<file path="src/cache_pkg.sv">
`default_nettype none

package cache_pkg;

	localparam int LINE_WORDS  = 4;    // words per cache line
	localparam int CACHE_LINES = 16;   // direct mapped, one way
	localparam int RAM_WORDS   = 1024; // 4 KB of backing store

	typedef logic [$clog2(LINE_WORDS)-1:0]  word_sel_t; // word within a line
	typedef logic [$clog2(CACHE_LINES)-1:0] index_t;    // line number

	// byte address bits 11:8, what is left of the 4 KB space
	typedef logic [3:0] tag_t;

	typedef logic [$clog2(RAM_WORDS)-1:0] ram_addr_t; // word address into the ram

endpackage

`default_nettype wire

</file>
<file path="src/refill_counter.sv">
`timescale 1ns/1ps
`default_nettype none

module refill_counter (
	input  logic                 i_clk,
	input  logic                 i_reset,
	input  logic                 i_clear,
	input  logic                 i_en,
	output cache_pkg::word_sel_t o_word,      // word being issued to the ram
	output cache_pkg::word_sel_t o_fill_word, // word whose data arrives now
	output logic                 o_last
);

	always_ff @(posedge i_clk) begin
		if (i_reset || i_clear) begin
			o_word      <= '0;
			o_fill_word <= '0;
		end else if (i_en) begin
			o_word      <= o_word + 1'b1; // wraps after the last word
			o_fill_word <= o_word;        // ram answers one cycle later
		end
	end

	assign o_last = (o_word == cache_pkg::word_sel_t'(cache_pkg::LINE_WORDS - 1));

	// a clear never arrives together with a count request
	a_clear_alone: assert property (@(posedge i_clk) disable iff (i_reset)
		!(i_clear && i_en));

endmodule

`default_nettype wire

</file>
<file path="config.mk">
export PLATFORM = sky130hd
export DESIGN_NAME = refill_counter
export DESIGN_NICKNAME = d
export VERILOG_FILES = /design/src/cache_pkg.sv /design/src/refill_counter.sv
export SDC_FILE = /design/constraint.sdc
export NUM_CORES = 1
export LEC_CHECK = 0
export ABC_AREA = 0
export BUFFER_PORTS_ARGS = -buffer_cell sky130_fd_sc_hd__buf_2
export CELL_PAD_IN_SITES_DETAIL_PLACEMENT = 0
export CELL_PAD_IN_SITES_GLOBAL_PLACEMENT = 2
export CORE_AREA = 2 2 39 41
export DETAILED_ROUTE_END_ITERATION = 8
export DIE_AREA = 0 0 41 43
export PLACE_DENSITY = 0.43
export RECOVER_POWER = 100
export SLEW_MARGIN = 20
export SYNTH_ARGS = -nofsm -noshare
export SYNTH_HDL_FRONTEND = slang
export SYNTH_SLANG_ARGS = --single-unit
</file>
<file path="constraint.sdc">
create_clock -name i_clk -period 0.96 [get_ports i_clk]
set_input_delay 0.144 -clock i_clk [delete_from_list [all_inputs] [get_ports i_clk]]
set_output_delay 0.144 -clock i_clk [all_outputs]
set_load 0.02 [all_outputs]
</file>
==> summary.md <==
| Metric | Value |
|---|---|
| Run status | finished with violations |
| Failing checks | negative setup slack |
| Mapped Nets | 19 |
| HP Class | input pin to register |
| EDFF count, synth | 0 |
| Diodes inserted | 0 |
| Die width | 41 um |
| Main area contributors after synthesis | dfxtp_1 50%, mux2i_1 19%, nor3_1 9.3%, ha_1 7.8%, nor3_2 6.2% |
| Dpl ws | roughly 35 ps |
| I/O pin count | 9 |
| Int Pwr | 0.000336 W |
| Reg-to-reg critical path startpoint | o_word[1] |
| CTS buffer count | 3 |
| Reg-to-reg slack, setup | 60 ps |
| Max-cap violations | 0 |
| Lkg Pwr | approximately 0.13 nW |
| Die Span Y | 43 um |
| Critical register-to-register path endpoint | o_word[1] |
| GRT overflow | 0 |
| P&R area growth vs syn | 72.9% |
| Fin crit share | 102% |
| Final Critical Period | 981 ps |
| Clock Sinks | 4 |
| Initial antenna violation count | 0 |
| Setup TNS | -20.9 ps |
| CTS tree | yes |
| Vias per cell | roughly 3.3 |
| Die area | approximately 1800 um^2 |
| Actual slew at the worst max-slew pin | between 100 and 150 ps |
| Port buffer count | 8 |
| Global-route wire length before repair | between 500 and 600 um |
| Fin. Hold Viols | 0 |
| Top_reg_cell synth | dfxtp_1 |
| Fin. max-slew vios | 0 |
| Crit-path slowest cell | dfxtp_2 |
| Final count of negative-setup-slack endpoints | 1 |
| Residual DRC | 0 |
| RePlAce Congestion | between 0.6 and 0.7 |
| Clock power share | ~48% |
| Power Density | 1520 nW/um^2 |
| Top cell type by total area after synthesis | dfxtp_1 |
| Critical Path RT | just over 800 ps |
| Top-count cell post-synth | dfxtp_1 |
| Drt wl/cell | approximately 8.2 um |
| Layout Nets | 34 |
| Net Switching | between 0.00008 and 0.00009 W |
| Min Hold Slack | 116 ps |
| Clk_lat worst skew | around 230 ps |
| Final worst slack | -20.9 ps |
| Post-synth top area share | 49.6% |
| Clk_skew | 0.259 ps |
| Crit. Startpoint | o_word[0] |
| CP peak stage delay | 310 ps |
| Combinational share of power | 11.2% |
| Largest net degree at the start of global routing | 5 |
| Kind of critical path | register to output port |
| CP endpoint kind | output port |
| Synth Area per Inst | 11.5 um^2 |
| Core area | 1380 um^2 |
| Asr flop ratio synth | 0% |
| Initial Util | approximately an eighth |
| Fmax | 1020 MHz |
| Total wire length | 354 um |
| Sequential Power Share | 40.8% |
| Clock Tree Buf Depth | 2 |
| Sw Share | 21.1% |
| Share of cells above drive strength 1 | between 60% and 70% |
| Synth cell types | 7 |
| Reg clk slew, reported paths | 40 ps |
| Post-synth top cells | 4 x dfxtp_1, 3 x mux2i_1, 3 x nor3_1 |
| Root buffer cell | clkbuf_4 |
| CP arrival | around 840 ps |
| Maximum vdd drop | 0.412 mV |
| DRT Pass-1 Iters | 2 |
| Seq/Total Area, Yosys | 49.6% |
| HPWL after detailed placement | 280 um |
| Vias in the first global route | between 150 and 200 |
| H-tree lvl count | 1 |
| Worst R2R Path Depth | 3 |
| Worst Setup Start Kind | register |
| Slew HR | 90.5% |
| RSZ-0062 raised after global routing | yes |
| DRT iter0 DRCs | 2 |
| Mapped Cells | 14 |
| Total power | 0.000425 W |
| Worst-path cell chain | ha_2 > buf_6 |
| Routed via count | 142 |
| End of the critical path | o_last |
| #FFs+latches synth | 4 |
| CP Max Fanout | 2 |
| YS warnings | 0 |
| Total Routing Usage GR | under 10% |
| Post-DRT Antenna Nets | 0 |
| Post-Syn Area | 161 um^2 |
| Site row count | 14 |
-- critical path: cells and delay by family, from the launching register on --
family | cells | cell delay [ps]
DFF | 1 | 310
adders and majority gates | 1 | 170
buffers and inverters | 1 | 120
-- registers in the layout, summed over array words and instances, names as in the netlist --
register	flops
o_fill_word	2
o_word	2
-- timing repair --
item,in CTS,in global routing
hold buffers,0,0
setup buffers,3,0
gates resized for setup,5,0
endpoints found under the setup margin,1,2
cloned,0,0
pin swaps,0,0
-- layout make-up --
cell class | instances | area, um^2
multi-input cells | 9 | 78.8
repair buffers | 11 | 75.1
flip-flops and latches | 4 | 82.6
fillers | 158 | 1100
well taps | 16 | 20.0
clock buffers | 3 | 22.5
-- placed cells by master (no fill, tap or decap), drive strengths merged --
cell and instances:
clkbuf 6, buf 8, dfxtp 4, xnor2 1, nor3 4, mux2i 3, ha 1
-- logic make-up (layout without fill, tap and decap cells) --
| kind of cell | count (synthesis) | in the layout | share of synthesized area (%) |
|---|---|---|---|
| xor gates and xnor gates | 1 | 1 | 5.43 |
| DFF | 4 | 4 | 49.6 |
| buffers and inverters | 1 | 14 | 3.10 |
| adders and majority gates | 1 | 1 | 7.75 |
| and+or+nand+nor | 4 | 4 | 15.5 |
| muxes | 3 | 3 | 18.6 |
-- power groups by stage --
stage	clock network, W	logic, W	registers (W)
after floorplan	0	0.0000172	0.000182
after global placement	0	0.0000360	0.000178
after detailed placement	0	0.0000357	0.000178
after CTS	0.000219	0.0000485	0.000173
after global routing	0.000228	0.0000526	0.000174
final	0.000204	0.0000475	0.000174
-- worst min path at each step --
stage	start	end	cells after the start
5_1_grt	i_clear	o_word[0]	2
4_1_cts	i_reset	o_word[0]	2
3_5_place_dp	i_reset	o_word[0]	2
2_1_floorplan	i_clear	o_word[0]	1
6_report	i_reset	o_word[0]	2
3_3_place_gp	i_clear	o_word[0]	2
-- metrics by stage --
stage / util [%] / instances / instance area, um^2
after floorplan: - / 14 / 164
after global placement: 15.8 / 37 / 219
after detailed placement: 15.8 / 37 / 219
after CTS: 20.2 / 43 / 279
after global routing: 20.2 / 43 / 279
final: 20.2 / 43 / 279
-- routing by layer --
| layer | GRT usage [%] | routed length, um |
|---|---|---|
| met1 | 4.82 | 136 |
| met2 | 7.19 | 191 |
| met3 | 3.14 | 25 |
| met4 | 8.00 | 0 |
| met5 | 0 | 0 |
Power figures use the tool's default switching activity.
