<file path="src/mem_pkg.sv">
`default_nettype none

package mem_pkg;

	typedef logic [31:0] word_t;    // one data word
	typedef logic [31:0] addr_t;    // byte address, straight from the alu
	typedef logic [3:0]  strb_t;    // one enable per byte lane
	typedef logic [4:0]  reg_idx_t; // destination register
	typedef logic [2:0]  funct3_t;  // risc-v load/store width code

	// bit 2 set selects zero extension, bits 1:0 give the size
	// stores reuse the signed codes
	localparam funct3_t F3_LB  = 3'b000;
	localparam funct3_t F3_LH  = 3'b001;
	localparam funct3_t F3_LW  = 3'b010;
	localparam funct3_t F3_LBU = 3'b100;
	localparam funct3_t F3_LHU = 3'b101;

endpackage

`default_nettype wire

</file>
<file path="src/mem_lane_align.sv">
`timescale 1ns/1ps
`default_nettype none

module mem_lane_align (
	input  logic             i_mem,
	input  mem_pkg::funct3_t i_funct3,
	input  logic [1:0]       i_offset,     // byte offset within the word
	input  mem_pkg::word_t   i_store_data, // rs2
	input  mem_pkg::word_t   i_read_word,  // whole word from the cache
	output mem_pkg::word_t   o_wdata,
	output mem_pkg::strb_t   o_wstrb,
	output mem_pkg::word_t   o_load_value
);

	logic [4:0]     shamt;     // lane offset in bits
	logic           is_byte;
	logic           is_half;
	logic           zext;      // unsigned load
	mem_pkg::word_t lane_word; // addressed lane moved down to bit 0

	assign shamt   = {i_offset, 3'b000};
	assign is_byte = (i_funct3 == mem_pkg::F3_LB) || (i_funct3 == mem_pkg::F3_LBU);
	assign is_half = (i_funct3 == mem_pkg::F3_LH) || (i_funct3 == mem_pkg::F3_LHU);
	assign zext    = i_funct3[2];

	// store side, bytes above the access size get masked off by the strobe
	assign o_wdata = i_store_data << shamt;

	always_comb begin
		if (!i_mem)
			o_wstrb = '0;                   // nothing to write for alu ops
		else if (is_byte)
			o_wstrb = 4'b0001 << i_offset;
		else if (is_half)
			o_wstrb = 4'b0011 << i_offset;  // offset is 0 or 2 here
		else
			o_wstrb = 4'b1111;
	end

	// load side
	assign lane_word = i_read_word >> shamt;

	always_comb begin
		if (is_byte)
			o_load_value = {{24{!zext & lane_word[7]}}, lane_word[7:0]};
		else if (is_half)
			o_load_value = {{16{!zext & lane_word[15]}}, lane_word[15:0]};
		else
			o_load_value = lane_word; // full word, offset is zero
	end

	// the caller must never hand over a misaligned access
	always_comb begin
		if (i_mem) begin
			a_aligned: assert #0 (!(is_half && i_offset[0]) &&
				!(i_funct3 == mem_pkg::F3_LW && i_offset != 2'b00))
				else $error("misaligned access, funct3 %b offset %0d", i_funct3, i_offset);
		end
	end

endmodule

`default_nettype wire

</file>
<file path="config.mk">
export PLATFORM = sky130hd
export DESIGN_NAME = mem_lane_align
export DESIGN_NICKNAME = d
export VERILOG_FILES = /design/src/mem_pkg.sv /design/src/mem_lane_align.sv
export SDC_FILE = /design/constraint.sdc
export NUM_CORES = 1
export LEC_CHECK = 0
export BUFFER_PORTS_ARGS = -buffer_cell sky130_fd_sc_hd__buf_2
export CAP_MARGIN = 15
export CORE_MARGIN = 2
export CORE_UTILIZATION = 38
export DETAILED_ROUTE_END_ITERATION = 10
export PLACE_DENSITY = 0.88
export SYNTH_ARGS = -nofsm -noshare
export SYNTH_HDL_FRONTEND = slang
export SYNTH_SLANG_ARGS = --single-unit
</file>
<file path="constraint.sdc">
create_clock -name vclk -period 1.5
set_clock_uncertainty 0.15 [all_clocks]
set_input_delay 0.15 -clock vclk [all_inputs]
set_output_delay 0.15 -clock vclk [all_outputs]
set_load 0.005 [all_outputs]
</file>
==> flow_metrics.env <==
export IMPL_status="complete, but fails checks"
export IMPL_violations="setup timing"
export IMPL_io_pins=138
export IMPL_grt_max_degree=30
export IMPL_drt_iter0_markers=94
export IMPL_ys_seq_area_frac=0
export IMPL_place_area_sq_um=2260
export IMPL_period_share=1.12
export IMPL_crit_path_max_fanout=6
export IMPL_rsz0062_at_grt="true"
export IMPL_area_growth_pct=95.1
export IMPL_p_leak_nw=1.45
export IMPL_worst_slack_ns=-0.186
export IMPL_setup_violations=42
export IMPL_wl_mm=6.29
export IMPL_seq_cells=0
export IMPL_synth_mux_area_fraction=0.290
export IMPL_gp_congestion=0.973
export IMPL_max_stage_delay_ns=0.19
export IMPL_yosys_area_top_type="mux2i_1"
export IMPL_yosysWarningCount=0
export IMPL_avgSynthCellArea_sq_um=6.42
export IMPL_wl_per_cell_microns=14.8
export IMPL_fmax_ghz=0.593
export IMPL_pre_cts_slack_ns=-0.223
export IMPL_nets=456
export IMPL_path_common_cell="buf_4"
export IMPL_synth_top_family_by_area="compound AO/OA/AOI/OAI gates"
export IMPL_path_class="in -> out"
export IMPL_drv_cap=0
export IMPL_p_seq_frac=0
export IMPL_hold_violations=0
export IMPL_grt_first_pass_wirelength_mm=8.94
export IMPL_layoutNonFillerInstCount=426
export IMPL_synthSimpleGateAreaFrac=0.270
export IMPL_power_total_mw=0.853
export IMPL_die_y_microns=63.9
export IMPL_rows=21
export IMPL_synth_area_sq_um=1360
export IMPL_syn_num_nets=286
export IMPL_yosysMostFrequentCell="mux2i_1"
export IMPL_grt_overflow=0
export IMPL_yosys_top_cells_area="mux2i_1, a21oi_1, a211oi_1"
export IMPL_cp_data_required_time_ns=1.20
export IMPL_hpwlAfterDp_mm=4.48
export IMPL_p_int_mw=0.450
export IMPL_synthAdderAreaFrac=0.0368
export IMPL_yosysUniqueCellTypes=29
export IMPL_antennaDiodeCount=0
export IMPL_seqCellArea_sq_um=0
export IMPL_postRouteAntennaNets=0
export IMPL_ir_worst_vdd_uv=168
export IMPL_p_clk_frac=0
export IMPL_final_max_slew_viol_count=0
export IMPL_holdBufCountCts=0
export IMPL_port_buffers=138
export IMPL_p_comb_frac=1.000
export IMPL_grtUsageTotal=0.260
export IMPL_min_period_ns=1.69
export IMPL_drive_gt1_frac=0.574
export IMPL_synth_xor_area_share=0
export IMPL_swShare=0.472
export IMPL_worst_slew_pin_slew_ns=0.370
export IMPL_firstDrtPassIters=5
export IMPL_p_per_area_nw_per_um2=321
export IMPL_drc=0
export IMPL_clkbuf_count=0
export IMPL_start_kind="primary input"
export IMPL_min_path_type="in -> out"
export IMPL_final_util=0.784
export IMPL_antenna_found_initial=0
export IMPL_initial_core_util=0.402
export IMPL_cpMaxStageDelayCell="nor2_4"
export IMPL_worstPathArrival_ns=1.39
export IMPL_synth_top_area_share=0.257
export IMPL_core_area_sq_um=3390
export IMPL_setup_tns_ns=-4.41
export IMPL_p_switching_mw=0.402
export IMPL_vias=2289
export IMPL_synth_cells=212
export IMPL_grt_pass1_vias=2041
export IMPL_hold_slack_ns=0.451
export IMPL_synth_compound_area_share=0.314
export IMPL_path_cells="buf_8 -> buf_4 -> clkbuf_16 -> buf_4 -> nor2_4 -> buf_6 -> a21oi_1 -> o21ai_1 -> buf_2"
export IMPL_crit_path_end_kind="output port"
export IMPL_synth_commonest_cells="mux2i_1, nand2_1, a21oi_1, nor2_1, o21ai_0"
export IMPL_vias_per_cell=5.37
export IMPL_die_w_microns=63.9
export IMPL_fin_area_sq_um=2660
export IMPL_place_inst=410
export IMPL_dieArea_sq_um=4080
export IMPL_slew_headroom=0.752
## power by group through the flow
stage	Combinational, mW	Sequential (mW)	Clock [mW]
after CTS	0.725	0	0
after detailed placement	0.690	0	0
after floorplan	0.333	0	0
after global routing	0.921	0	0
final	0.853	0	0
after global placement	0.675	0	0
## cell usage in the layout, fill, tap and decap left out, types with 10 or more instances in the layout
| cell type | synthesis | layout |
|---|---|---|
| nor2b_1 | 13 | 13 |
| buf_2 | 9 | 136 |
| buf_4 | 3 | 30 |
| mux2i_1 | 35 | 25 |
| a211oi_1 | 15 | 13 |
| nand2_1 | 27 | 27 |
| buf_6 | 2 | 10 |
| o21ai_1 | 3 | 18 |
| nor2_1 | 20 | 19 |
| a21oi_1 | 25 | 20 |
## cell type report
class	count	area [sq um]
fillers	238	733
inverters	4	17.5
repair buffers	186	1220
well taps	46	57.6
multi-input cells	190	1360
## metal layers
| metal | GRT usage | vias up | routed length, microns |
|---|---|---|---|
| met1 | 0.299 | 1035 | 2330 |
| met2 | 0.500 | 134 | 3290 |
| li1 | - | 1100 | - |
| met5 | 0 | - | 0 |
| met3 | 0.0335 | 20 | 531 |
| met4 | 0.0625 | 0 | 141 |
## critical path: cells and delay by family
kind,cells,cell delay (ns)
buf+inv,6,0.82
compound gates,2,0.22
simple gates,1,0.19
## path summary, 6_finish.rpt
check   startpoint                to  slack [ns]  depth (start not counted)
min          i_mem        o_wstrb[0]        0.45                          3
max    i_offset[1]  o_load_value[11]       -0.19                          9
## timing repair
action,CTS,global route
cloned,0,3
setup buffers,1,12
gates resized for setup,25,53
pin swaps,3,11
setup endpoints to repair,47,50
## cells by family (layout without fill, tap and decap cells)
logic type | count (synthesis) | in the layout
AO/OA/AOI/OAI | 72 | 72
adder cells (fa/ha/maj) | 4 | 4
buffers and inverters | 22 | 190
multiplexers | 38 | 38
AND/OR/NAND/NOR | 76 | 76
Note: power is estimated with default switching activity, not from simulation.
