File: src/mem_access_fsm.sv
`timescale 1ns/1ps
`default_nettype none

module mem_access_fsm (
	input  logic i_clk,
	input  logic i_reset,
	input  logic i_mem,
	input  logic i_write,
	input  logic i_pipeline_ready,
	input  logic i_hit,
	input  logic i_refill_last,   // counter is issuing the final word
	output logic o_done,
	output logic o_ram_rd,
	output logic o_ram_wr,
	output logic o_store_hit_we,
	output logic o_fill_we,
	output logic o_fill_last,
	output logic o_cnt_clear,
	output logic o_cnt_en,
	output logic o_refill_active
);

	typedef enum logic [1:0] {
		IDLE, LOOKUP, REFILL, REFILL_TAIL
	} state_t;

	state_t state, state_nxt;
	logic   written;      // store already went out in this LOOKUP
	logic   fill_pending; // ram data from last cycle's read is on o_rdata

	always_ff @(posedge i_clk) begin
		if (i_reset) begin
			state        <= IDLE;
			written      <= 1'b0;
			fill_pending <= 1'b0;
		end else begin
			state        <= state_nxt;
			fill_pending <= o_ram_rd;
			// hold the flag while we stay in LOOKUP, drop it on the way out
			written <= (state_nxt == LOOKUP) && (written || o_ram_wr);
		end
	end

	always_comb begin
		state_nxt       = state;
		o_done          = 1'b0;
		o_ram_rd        = 1'b0;
		o_ram_wr        = 1'b0;
		o_store_hit_we  = 1'b0;
		o_cnt_clear     = 1'b0;
		o_cnt_en        = 1'b0;
		o_refill_active = 1'b0;

		case (state)
		IDLE: begin
			o_done = !i_mem; // alu ops finish right away
			if (i_mem)
				state_nxt = LOOKUP;
		end

		LOOKUP: begin
			o_done = i_write || i_hit; // stores never wait, no write-allocate
			if (i_write && !written) begin
				o_ram_wr       = 1'b1;  // write-through
				o_store_hit_we = i_hit; // cache copy only if present
			end
			if (o_done && i_pipeline_ready) begin
				state_nxt = IDLE;
			end else if (!o_done) begin
				state_nxt   = REFILL; // load miss
				o_cnt_clear = 1'b1;
			end
		end

		REFILL: begin
			o_ram_rd        = 1'b1;
			o_cnt_en        = 1'b1;
			o_refill_active = 1'b1;
			if (i_refill_last)
				state_nxt = REFILL_TAIL;
		end

		REFILL_TAIL: state_nxt = LOOKUP; // last word lands this cycle

		default: state_nxt = IDLE;
		endcase
	end

	// refill writes trail the ram reads by one cycle
	assign o_fill_we   = fill_pending;
	assign o_fill_last = fill_pending && (state == REFILL_TAIL);

	a_no_done_in_refill: assert property (@(posedge i_clk) disable iff (i_reset)
		(state inside {REFILL, REFILL_TAIL}) |-> !o_done);

	a_rd_wr_excl: assert property (@(posedge i_clk) disable iff (i_reset)
		!(o_ram_rd && o_ram_wr));

	// write-through happens once even if the pipeline stalls us
	a_store_once: assert property (@(posedge i_clk) disable iff (i_reset)
		o_ram_wr |=> !o_ram_wr);

endmodule

`default_nettype wire

File: config.mk
export PLATFORM = sky130hd
export DESIGN_NAME = mem_access_fsm
export DESIGN_NICKNAME = d
export VERILOG_FILES = /design/src/mem_access_fsm.sv
export SDC_FILE = /design/constraint.sdc
export NUM_CORES = 1
export LEC_CHECK = 0
export ABC_AREA = 1
export ABC_CLOCK_PERIOD_IN_PS = 1600
export BUFFER_PORTS_ARGS = -buffer_cell sky130_fd_sc_hd__buf_4
export CORE_AREA = 2 2 39 41
export DETAILED_ROUTE_END_ITERATION = 16
export DIE_AREA = 0 0 41 43
export PLACE_DENSITY = 0.43
export RECOVER_POWER = 50
export SYNTH_ARGS = -nofsm -noshare
export SYNTH_HDL_FRONTEND = slang
export SYNTH_SLANG_ARGS = --single-unit
File: constraint.sdc
create_clock -name i_clk -period 1.6 [get_ports i_clk]
set_input_delay 0.08 -clock i_clk [delete_from_list [all_inputs] [get_ports i_clk]]
set_output_delay 0.08 -clock i_clk [all_outputs]
set_load 0.02 [all_outputs]
==> results of run 1 <==
how the worst max path moves through the flow:
| stage | end | from | slack, ps | cells past startpoint |
|---|---|---|---|---|
| final | o_done | state[0] | 290 | 5 |
| after global routing | o_done | state[0] | 160 | 5 |
| after CTS | o_done | state[0] | 300 | 5 |
| after detailed placement | o_done | state[0] | 560 | 5 |
| after global placement | o_done | state[0] | 540 | 5 |
| after floorplan | o_ram_rd | state[1] | 490 | 3 |
per-layer routing:
layer | routed length [µm] | GRT usage | vias to the layer above
li1 | - | - | 145
met1 | 219 | 0.08710 | 110
met2 | 259 | 0.1031 | 9
met3 | 48 | 0.04188 | 0
met4 | 0 | 0.1000 | 0
met5 | 0 | 0 | -
cells in the final DEF, fill, tap and decap left out, drive strengths merged:
cell type,Yosys,routed
nand2,11,11
nor2,8,8
buf,2,13
clkbuf,0,5
nand3,2,2
inv,8,8
nor3,2,2
dfxtp,4,4
a31oi,1,1
worst max-delay path, stage by stage, from the launching register on:
cell and delay [ps]:
dfxtp_1 440, inv_1 110, nand2_1 70, nand2_1 60
a31oi_1 150, buf_4 160
kinds of logic (layout without fill, tap and decap cells):
| family | count (synthesis) | in the layout | synth area share |
|---|---|---|---|
| AOI/OAI and AO/OA | 1 | 1 | 0.02719 |
| buffers and inverters | 10 | 26 | 0.1956 |
| DFF | 4 | 4 | 0.3478 |
| and+or+nand+nor | 23 | 23 | 0.4294 |
state kept, by name, summed over array words and instances, names as in the netlist:
signal,cells
written,1
state,2
o_fill_we,1
where the power goes:
group | total [mW] | internal (mW) | switching [mW]
clock | 0.121 | 0.0836 | 0.0374
sequential | 0.110 | 0.105 | 0.00530
combinational | 0.0654 | 0.0294 | 0.0361
total | 0.297 | 0.218 | 0.0788
layout make-up:
class	instances	share of cell area
clock buffers	3	0.06207
inverters	8	0.08276
multi-input cells	24	0.2897
flip-flops and latches	4	0.2207
well taps	16	0.05517
repair buffers	15	0.2897
==> impl_results.md, run 1 <==
- Post-synth EDFFs: 0
- Vias per cell: 3.771
- Clock Latency Late Sink: 230 ps
- Share of cells above drive strength 1: 0.3519
- Skew final: 1.798 ps
- CTS clk-pin slew, worst paths: 40 ps
- Power Total: 296.6 µW
- IO buf count: 15
- Total negative slack: 0 ps
- Max Slew Vio Count: 0
- Reg-to-reg endpoint: written
- DIE WIDTH: 41 µm
- Cts bufs inserted: 3
- RSZ-0062 raised after global routing: false
- Reg2reg path depth: 7
- Placed insts: 67
- Fmax: 763.0 MHz
- Pleak: 0.1996 nW
- Most frequent cell after synthesis: nand2_1
- Detailed Route WL: 527 µm
- Fillcell total: 161
- Antenna viol nets, final: 0
- Ports: 16
- DIE HEIGHT: 43 µm
- Vias in the first global route: 240
- Setup ws final: 289.4 ps
- Total of warnings raised by yosys: 0
- Hold Fails Final Rpt: 0
- Initial drt markers: 6
- WS Path Type: flop to primary output
- Wire per inst: 7.529 µm
- Top post-synthesis cells by area: dfxtp_1 (35%), nand2_1 (18%), inv_1 (11%), nor2_1 (8.2%), nor2_2 (8.2%)
- CP Launch Type: flop
- Initial antenna violation count: 0
- Post-synth top area share: 0.3478
- CTS resizes: 0
- Top FF cell, synth: dfxtp_1
- Total track usage: 0.08342
- Biggest area consumer among synthesized cells: dfxtp_1
- Die area: 1763 µm²
- Worst endpoint required time: 1520 ps
- Nets: 63
- Worst-Margin Slew: 263.7 ps
- CP max FO: 7
- Routability cong.: 0.6967
- Post-route DRC: 0
- Async set-or-reset flop fraction in the synthesized netlist: 0
- Final Instance Count excl. Fillers: 70
- Total gr overflow: 0
- Clock period minus worst slack: 1311 ps
- H-tree depth: 1
- Worst IR Drop VDD: 228.9 µV
- Gate Count Post-Synth: 38
- Hold Crit Start: i_reset
- Largest net degree at the start of global routing: 8
- Power per cell area: 817.4 nW/µm²
- Worst Hold Depth: 2
- Pre-Repair DR Iteration Count: 4
- Pre-CTS WS: 556.6 ps
- Final Cell Area: 362.8 µm²
- R2R setup slack: 590 ps
- Detail Placement HPWL: 445.7 µm
- Setup violators final: 0
- Storage cell area: 80.08 µm²
- Via count: 264
- Post-CTS Setup Inserts: 0
- Fin util: 0.2622
- Syn avg cell area: 6.058 µm²
- CTS tree: built
- Post-synthesis cell type count: 10
- First-pass GRT wire length: 917 µm
- Yosys reg bits: 4
- Seq/Total Area, Yosys: 0.3478
- Worst hold endpoint: o_fill_we
- Top cell types by occurrence after synthesis: nand2_1 (11), inv_1 (7), nor2_1 (5), dfxtp_1 (4), nor2_2 (3)
- Clk root buf: clkbuf_4
- Slew margin rel.: 0.8236
- ANT cells: 0
- Hold Path Class: primary input to flop
- Max cap viols: 0
- CTS hold repair buffers: 0
- Row cnt: 14
- Clock Path Buffers: 2
- DP Area: 347.8 µm²
- Layout area overhead: 57.61%
- Hold Slack: 26.03 ps
- Crit path DAT: 1230 ps
- Initial Util: 0.1664
- Sink Count: 4
- Core area: 1384 µm²
- CP Capture Type: primary output
- Synthesized area: 230.2 µm²
- Outcome: finished clean
- Area of the multi-input gates: 105.1 µm²
- Post-synthesis net count: 45
- Reg-to-reg startpoint: state[0]
- Period Utilization, post-route: 0.8191
No activity file was read; power rests on OpenSTA's default activity.
==> inputs of run 2 (changes only) <==
--- a/config.mk
+++ b/config.mk
@@ -6,12 +6,12 @@
 export NUM_CORES = 1
 export LEC_CHECK = 0
 export ABC_AREA = 1
-export ABC_CLOCK_PERIOD_IN_PS = 1600
+export ABC_CLOCK_PERIOD_IN_PS = 1200
 export BUFFER_PORTS_ARGS = -buffer_cell sky130_fd_sc_hd__buf_4
 export CORE_AREA = 2 2 39 41
 export DETAILED_ROUTE_END_ITERATION = 16
 export DIE_AREA = 0 0 41 43
-export PLACE_DENSITY = 0.43
+export PLACE_DENSITY = 0.45
 export RECOVER_POWER = 50
 export SYNTH_ARGS = -nofsm -noshare
 export SYNTH_HDL_FRONTEND = slang
==> constraint.sdc (replaced) <==
create_clock -name i_clk -period 1.2 [get_ports i_clk]
set_input_delay 0.06 -clock i_clk [delete_from_list [all_inputs] [get_ports i_clk]]
set_output_delay 0.06 -clock i_clk [all_outputs]
set_load 0.02 [all_outputs]
==> run 2 against run 1 <==
- cell area rose by 9.7%
- largest cell class is now buffers
- highest routed layer is now met4
- critical path type unchanged
- utilization rose by 2.5 points
- via count rose by 1.9%
==> impl_results.md, run 2 (same netlist as run 1, synthesis figures left out) <==
- Wire per inst: 7.653 µm (was 7.529 µm)
- H-tree depth: 1 (unchanged)
- CP Capture Type: primary output (unchanged)
- Vias in the first global route: 251 (was 240)
- Most common cell after layout, fill and taps aside: buf_4 (unchanged)
- Share of cells above drive strength 1: 0.4821 (was 0.3519)
- Largest register FFs: 2 (unchanged)
- Die area: 1763 µm² (unchanged)
- R2R setup slack: 310 ps (was 590 ps)
- DIE WIDTH: 41 µm (unchanged)
- Clock Path Buffers: 2 (unchanged)
- Total gr overflow: 0 (unchanged)
- Setup violators final: 0 (unchanged)
- Worst Hold Depth: 6 (was 2)
- RSZ-0062 raised after global routing: true (was false)
- Crit path DAT: 1070 ps (was 1230 ps)
- Via count: 269 (was 264)
- CTS tree: built (unchanged)
- Max incr delay on CP: 310 ps (was 440 ps)
- Initial antenna violation count: 0 (unchanged)
- Slew margin rel.: 0.8357 (was 0.8236)
- Clock period minus worst slack: 1135 ps
- Final Instance Count excl. Fillers: 72 (was 70)
- Worst endpoint required time: 1140 ps (was 1520 ps)
- Fmax: 881.4 MHz
- First-pass GRT wire length: 924 µm (was 917 µm)
- Sink Count: 4 (unchanged)
- WS Path Type: flop to primary output (unchanged)
- Vias per cell: 3.736 (was 3.771)
- Placed insts: 67 (unchanged)
- CP max FO: 6 (was 7)
- Top reg by flops: state (unchanged)
- Cts bufs inserted: 3 (unchanged)
- Hold Crit Start: i_pipeline_ready (was i_reset)
- Pleak: 0.2155 nW (was 0.1996 nW)
- Worst IR Drop VDD: 332.8 µV (was 228.9 µV)
- Worst path slowest cell: dfxtp_1 (unchanged)
- Reg2reg path depth: 6 (was 7)
- Power per cell area: 1038 nW/µm² (was 817.4 nW/µm²)
- Hold Fails Final Rpt: 0 (unchanged)
- Commonest cells after routing, fill and taps aside: buf_4 (15), nand2_1 (10), inv_1 (6) (was buf_4 (13), nand2_1 (11), inv_1 (8))
- IO buf count: 15 (unchanged)
- Reg-to-reg endpoint: written (unchanged)
- ANT cells: 0 (unchanged)
- Max Slew Vio Count: 0 (unchanged)
- Initial drt markers: 2 (was 6)
- Clock Latency Late Sink: 240 ps (was 230 ps)
- Nets: 65 (was 63)
- Max cap viols: 0 (unchanged)
- DIE HEIGHT: 43 µm (unchanged)
- CTS clk-pin slew, worst paths: 40 ps (about the same)
- Crit path max-delay family: flip-flops (unchanged)
- Antenna viol nets, final: 0 (unchanged)
- Outcome: finished clean (unchanged)
- CP Launch Point: state[1] (was state[0])
- Initial Util: 0.1664 (unchanged)
- Period Utilization, post-route: 0.9455
- Worst-Margin Slew: 247.5 ps (was 263.7 ps)
- Total track usage: 0.08016 (was 0.08342)
- Crit path buffers/inverters: 2 (unchanged)
- Total negative slack: 0 ps (unchanged)
- Pre-Repair DR Iteration Count: 2 (was 4)
- Layout area overhead: 72.83% (was 57.61%)
- Reg-to-reg startpoint: state[1] (was state[0])
- Routability cong.: 0.7348 (was 0.6967)
- CP Launch Type: flop (unchanged)
- Post-route DRC: 0 (unchanged)
- Row cnt: 14 (unchanged)
- Worst hold endpoint: state[0] (was o_fill_we)
- Skew final: 4.059 ps (was 1.798 ps)
- Fin util: 0.2875 (was 0.2622)
- Detail Placement HPWL: 450.8 µm (was 445.7 µm)
- Core area: 1384 µm² (unchanged)
- Ports: 16 (unchanged)
- Clk root buf: clkbuf_4 (unchanged)
- Largest net degree at the start of global routing: 8 (unchanged)
- CP Cell Sequence: inv_2, nand3_1, nor3_2, buf_4 (was inv_1, nand2_1, nand2_1, a31oi_1, buf_4)
- Detailed Route WL: 551 µm (was 527 µm)
- Power Total: 413.2 µW (was 296.6 µW)
- Hold Path Class: primary input to flop (unchanged)
run 2: changes by cell type in the layout (fill, tap and decap cells not counted), sizes merged:
| cell | change |
|---|---|
| buf | +2 |
| clkbuf | -1 |
| dlygate4sd3 | +1 |
run 2: timing repair:
item	in CTS	in global routing
gates resized for setup	2	4
endpoints found under the setup margin	2	5
buffers inserted	0	1
endpoints found under the hold margin	2	0
hold buffers	1	0
run 2: area by class of cell:
class,instances,area (µm²)
fillers,162,985.9
clock buffers,3,22.52
repair buffers,17,126.4
well taps,16,20.02
inverters,8,30.03
flip-flops and latches,4,83.83
multi-input cells,24,115.1
run 2: metrics by stage:
step | hold WS [ps] | cell area (µm²) | setup slack [ps]
after detailed placement | 241.1 | 347.8 | 196.8
final | 204.0 | 397.9 | 65.43
after CTS | 183.7 | 381.6 | 24.20
after global routing | 236.2 | 397.9 | -2.941
after floorplan | 132.4 | 230.2 | 106.6
after global placement | 245.4 | 347.8 | 202.1
run 2: tightest hold or removal path: stages:
cell and delay, ps:
buf_4 80, nor2_2 30, nand2_1 50, nand2_1 60
nand2_1 80, inv_1 40
run 2: report_power, final:
group          internal [mW]  switching [mW]
combinational         0.0460          0.0528
sequential             0.140         0.00694
clock                  0.112          0.0558
total                  0.298           0.116
run 2: routing by layer:
layer / part of all wire / GRT usage / up-vias
met5: 0 / 0 / -
met4: 0.031 / 0.08000 / 0
met3: 0.047 / 0.01571 / 2
met2: 0.53 / 0.1094 / 7
met1: 0.39 / 0.09585 / 113
li1: - / - / 147
run 2: how the worst max path moves through the flow:
stage	to	depth (start not counted)
floorplan	written	5
global placement	o_done	5
detailed placement	o_done	5
CTS	o_done	5
global route	o_store_hit_we	4
finish	o_store_hit_we	4
==> inputs of run 3 (changes only) <==
--- a/config.mk
+++ b/config.mk
@@ -7,11 +7,11 @@
 export LEC_CHECK = 0
 export ABC_AREA = 1
 export ABC_CLOCK_PERIOD_IN_PS = 1200
-export BUFFER_PORTS_ARGS = -buffer_cell sky130_fd_sc_hd__buf_4
-export CORE_AREA = 2 2 39 41
+export CORE_AREA = 5 5 42 44
 export DETAILED_ROUTE_END_ITERATION = 16
-export DIE_AREA = 0 0 41 43
-export PLACE_DENSITY = 0.45
+export DIE_AREA = 0 0 47 49
+export DONT_BUFFER_PORTS = 1
+export PLACE_DENSITY = 0.34
 export RECOVER_POWER = 50
 export SYNTH_ARGS = -nofsm -noshare
 export SYNTH_HDL_FRONTEND = slang
==> run 3 against run 2 <==
- power shrank 4.0%
- cell area decreased by 19%
- highest routed layer unchanged
- clock skew is 6.4 ps higher
- sequential power about the same
- global-route usage is 1.9 points lower
- largest power group unchanged
- largest cell class is now multi-input gates
==> impl_results.md, run 3 (same netlist as run 1, synthesis figures left out) <==
- Top reg by flops: state (unchanged)
- CTS clk-pin slew, worst paths: 50 ps (was 40 ps)
- CP Cell Sequence: inv_2, nand3_1, nor3_2, buf_4 (unchanged)
- Worst IR Drop VDD: 497.9 µV (was 332.8 µV)
- Vias in the first global route: 228 (was 251)
- Clock period minus worst slack: 1140 ps (was 1135 ps)
- Ports: 16 (unchanged)
- Pre-Repair DR Iteration Count: 2 (unchanged)
- CP Capture Type: primary output (unchanged)
- Vias per cell: 3.806 (was 3.736)
- First-pass GRT wire length: 931 µm (was 924 µm)
- Global Route met1 Usage: 0.06374 (was 0.09585)
- Clk root buf: clkbuf_4 (unchanged)
- Clock Latency Late Sink: 240 ps (about the same)
- Fillcell total: 161 (was 162)
- Detail Placement HPWL: 472 µm (was 450.8 µm)
- Setup ws final: 60.22 ps (was 65.43 ps)
- Die area: 2303 µm² (was 1763 µm²)
- Initial Util: 0.1643 (was 0.1664)
- Nets: 55 (was 65)
- Slew margin rel.: 0.8375 (was 0.8357)
- Wire per inst: 9.677 µm (was 7.653 µm)
- Core area: 1401 µm² (was 1384 µm²)
- Crit path DAT: 1080 ps (was 1070 ps)
- Post-route DRC: 0 (unchanged)
- Detailed Route WL: 600 µm (was 551 µm)
- Max incr delay on CP: 310 ps (about the same)
- Cts bufs inserted: 3 (unchanged)
- Pre-CTS WS: 184.1 ps (was 196.8 ps)
- IO buf count: 0 (was 15)
- Max cap viols: 0 (unchanged)
- Worst endpoint required time: 1140 ps (about the same)
- Total track usage: 0.06127 (was 0.08016)
- Hold Slack: 79.64 ps (was 204.0 ps)
- Met2 usage: 0.08145 (was 0.1094)
- Skew final: 10.50 ps (was 4.059 ps)
- GR peak layer: met2 (unchanged)
- Max Slew Vio Count: 0 (unchanged)
- Worst-Margin Slew: 243.4 ps (was 247.5 ps)
- CP max FO: 6 (unchanged)
- Largest register FFs: 2 (unchanged)
- Total gr overflow: 0 (unchanged)
- Post-CTS Setup Inserts: 0 (unchanged)
- Commonest cells after routing, fill and taps aside: nand2_1 (11), inv_1 (6), buf_4 (5) (was buf_4 (15), nand2_1 (10), inv_1 (6))
- Initial drt markers: 1 (was 2)
- Row cnt: 14 (unchanged)
- Initial antenna violation count: 0 (unchanged)
- Share of cells above drive strength 1: 0.3478 (was 0.4821)
- Via count: 236 (was 269)
- Largest net degree at the start of global routing: 8 (unchanged)
- DIE WIDTH: 47 µm (was 41 µm)
- Outcome: finished clean (unchanged)
- Setup violators final: 0 (unchanged)
- Hold Path Class: primary input to flop (unchanged)
- Routability cong.: 0.6415 (was 0.7348)
- RSZ-0062 raised after global routing: true (unchanged)
- Worst path slowest cell: dfxtp_1 (unchanged)
- Hold Fails Final Rpt: 0 (unchanged)
- Pleak: 0.1655 nW (was 0.2155 nW)
- ANT cells: 0 (unchanged)
- Period Utilization, post-route: 0.9498 (was 0.9455)
- M3 GR Usage: 0.02583 (was 0.01571)
- CTS tree: built (unchanged)
- Clock Path Buffers: 2 (unchanged)
- WS Path Type: flop to primary output (unchanged)
- Most common cell after layout, fill and taps aside: nand2_1 (was buf_4)
- CP Launch Type: flop (unchanged)
- H-tree depth: 1 (unchanged)
- DIE HEIGHT: 49 µm (was 43 µm)
- Fmax: 877.4 MHz (was 881.4 MHz)
- Power per cell area: 1238 nW/µm² (was 1038 nW/µm²)
- Antenna viol nets, final: 0 (unchanged)
- Sink Count: 4 (unchanged)
- Layout area overhead: 39.13% (was 72.83%)
run 3: cell count changes in the layout (fill, tap and decap cells not counted), sizes merged:
cell	change
buf	-10
run 3: cell type report:
cell class	count	area (µm²)	area share
sequential	4	83.83	0.2617
timing repair buffer	7	51.30	0.1602
multi-input combinational	24	112.6	0.3516
inverter	8	30.03	0.09375
tap	16	20.02	0.06250
clock buffer	3	22.52	0.07031
run 3: per-stage QoR:
step	setup TNS, ps	total power, mW	util	area (µm²)	cells
after floorplan	0	0.2000	-	230.2	38
after global placement	0	0.2177	0.2000	280.3	58
after CTS	0	0.4074	0.2241	314.1	62
after global routing	-43.43	0.4166	0.2286	320.3	62
after detailed placement	0	0.2170	0.2000	280.3	58
final	0	0.3965	0.2286	320.3	62
run 3: critical path: cells and delay by family, from the launching register on:
kind	cells	cell delay, ps
buffers and inverters	2	260
and+or+nand+nor	2	270
DFF	1	310
run 3: layer usage:
layer | up-vias | part of all wire | routed length, µm
met4 | 0 | 0.025 | 15
met1 | 99 | 0.42 | 251
met3 | 2 | 0.058 | 35
li1 | 127 | - | -
met2 | 8 | 0.50 | 298
met5 | - | 0 | 0
run 3: what timing repair did:
item	in CTS	in global routing
endpoints found under the hold margin	4	0
endpoints found under the setup margin	3	3
hold buffers	1	0
resized for setup	2	3
gates cloned	0	0
run 3: final timing paths:
check / from / endpoint / slack [ps] / depth (start not counted)
worst max register to register: state[1] / written / 330 / 6
worst min-delay path: i_pipeline_ready / written / 80 / 5
worst max-delay path: state[1] / o_store_hit_we / 60 / 4
worst min register to register: state[0] / o_fill_we / 480 / 1
run 3: power by group:
group	switching [mW]	total, mW	leakage, nW	internal, mW
Clock	0.0654	0.178	0.0138	0.113
Sequential	0.00786	0.147	0.0332	0.140
Combinational	0.0457	0.0711	0.118	0.0254
Total	0.119	0.397	0.165	0.278
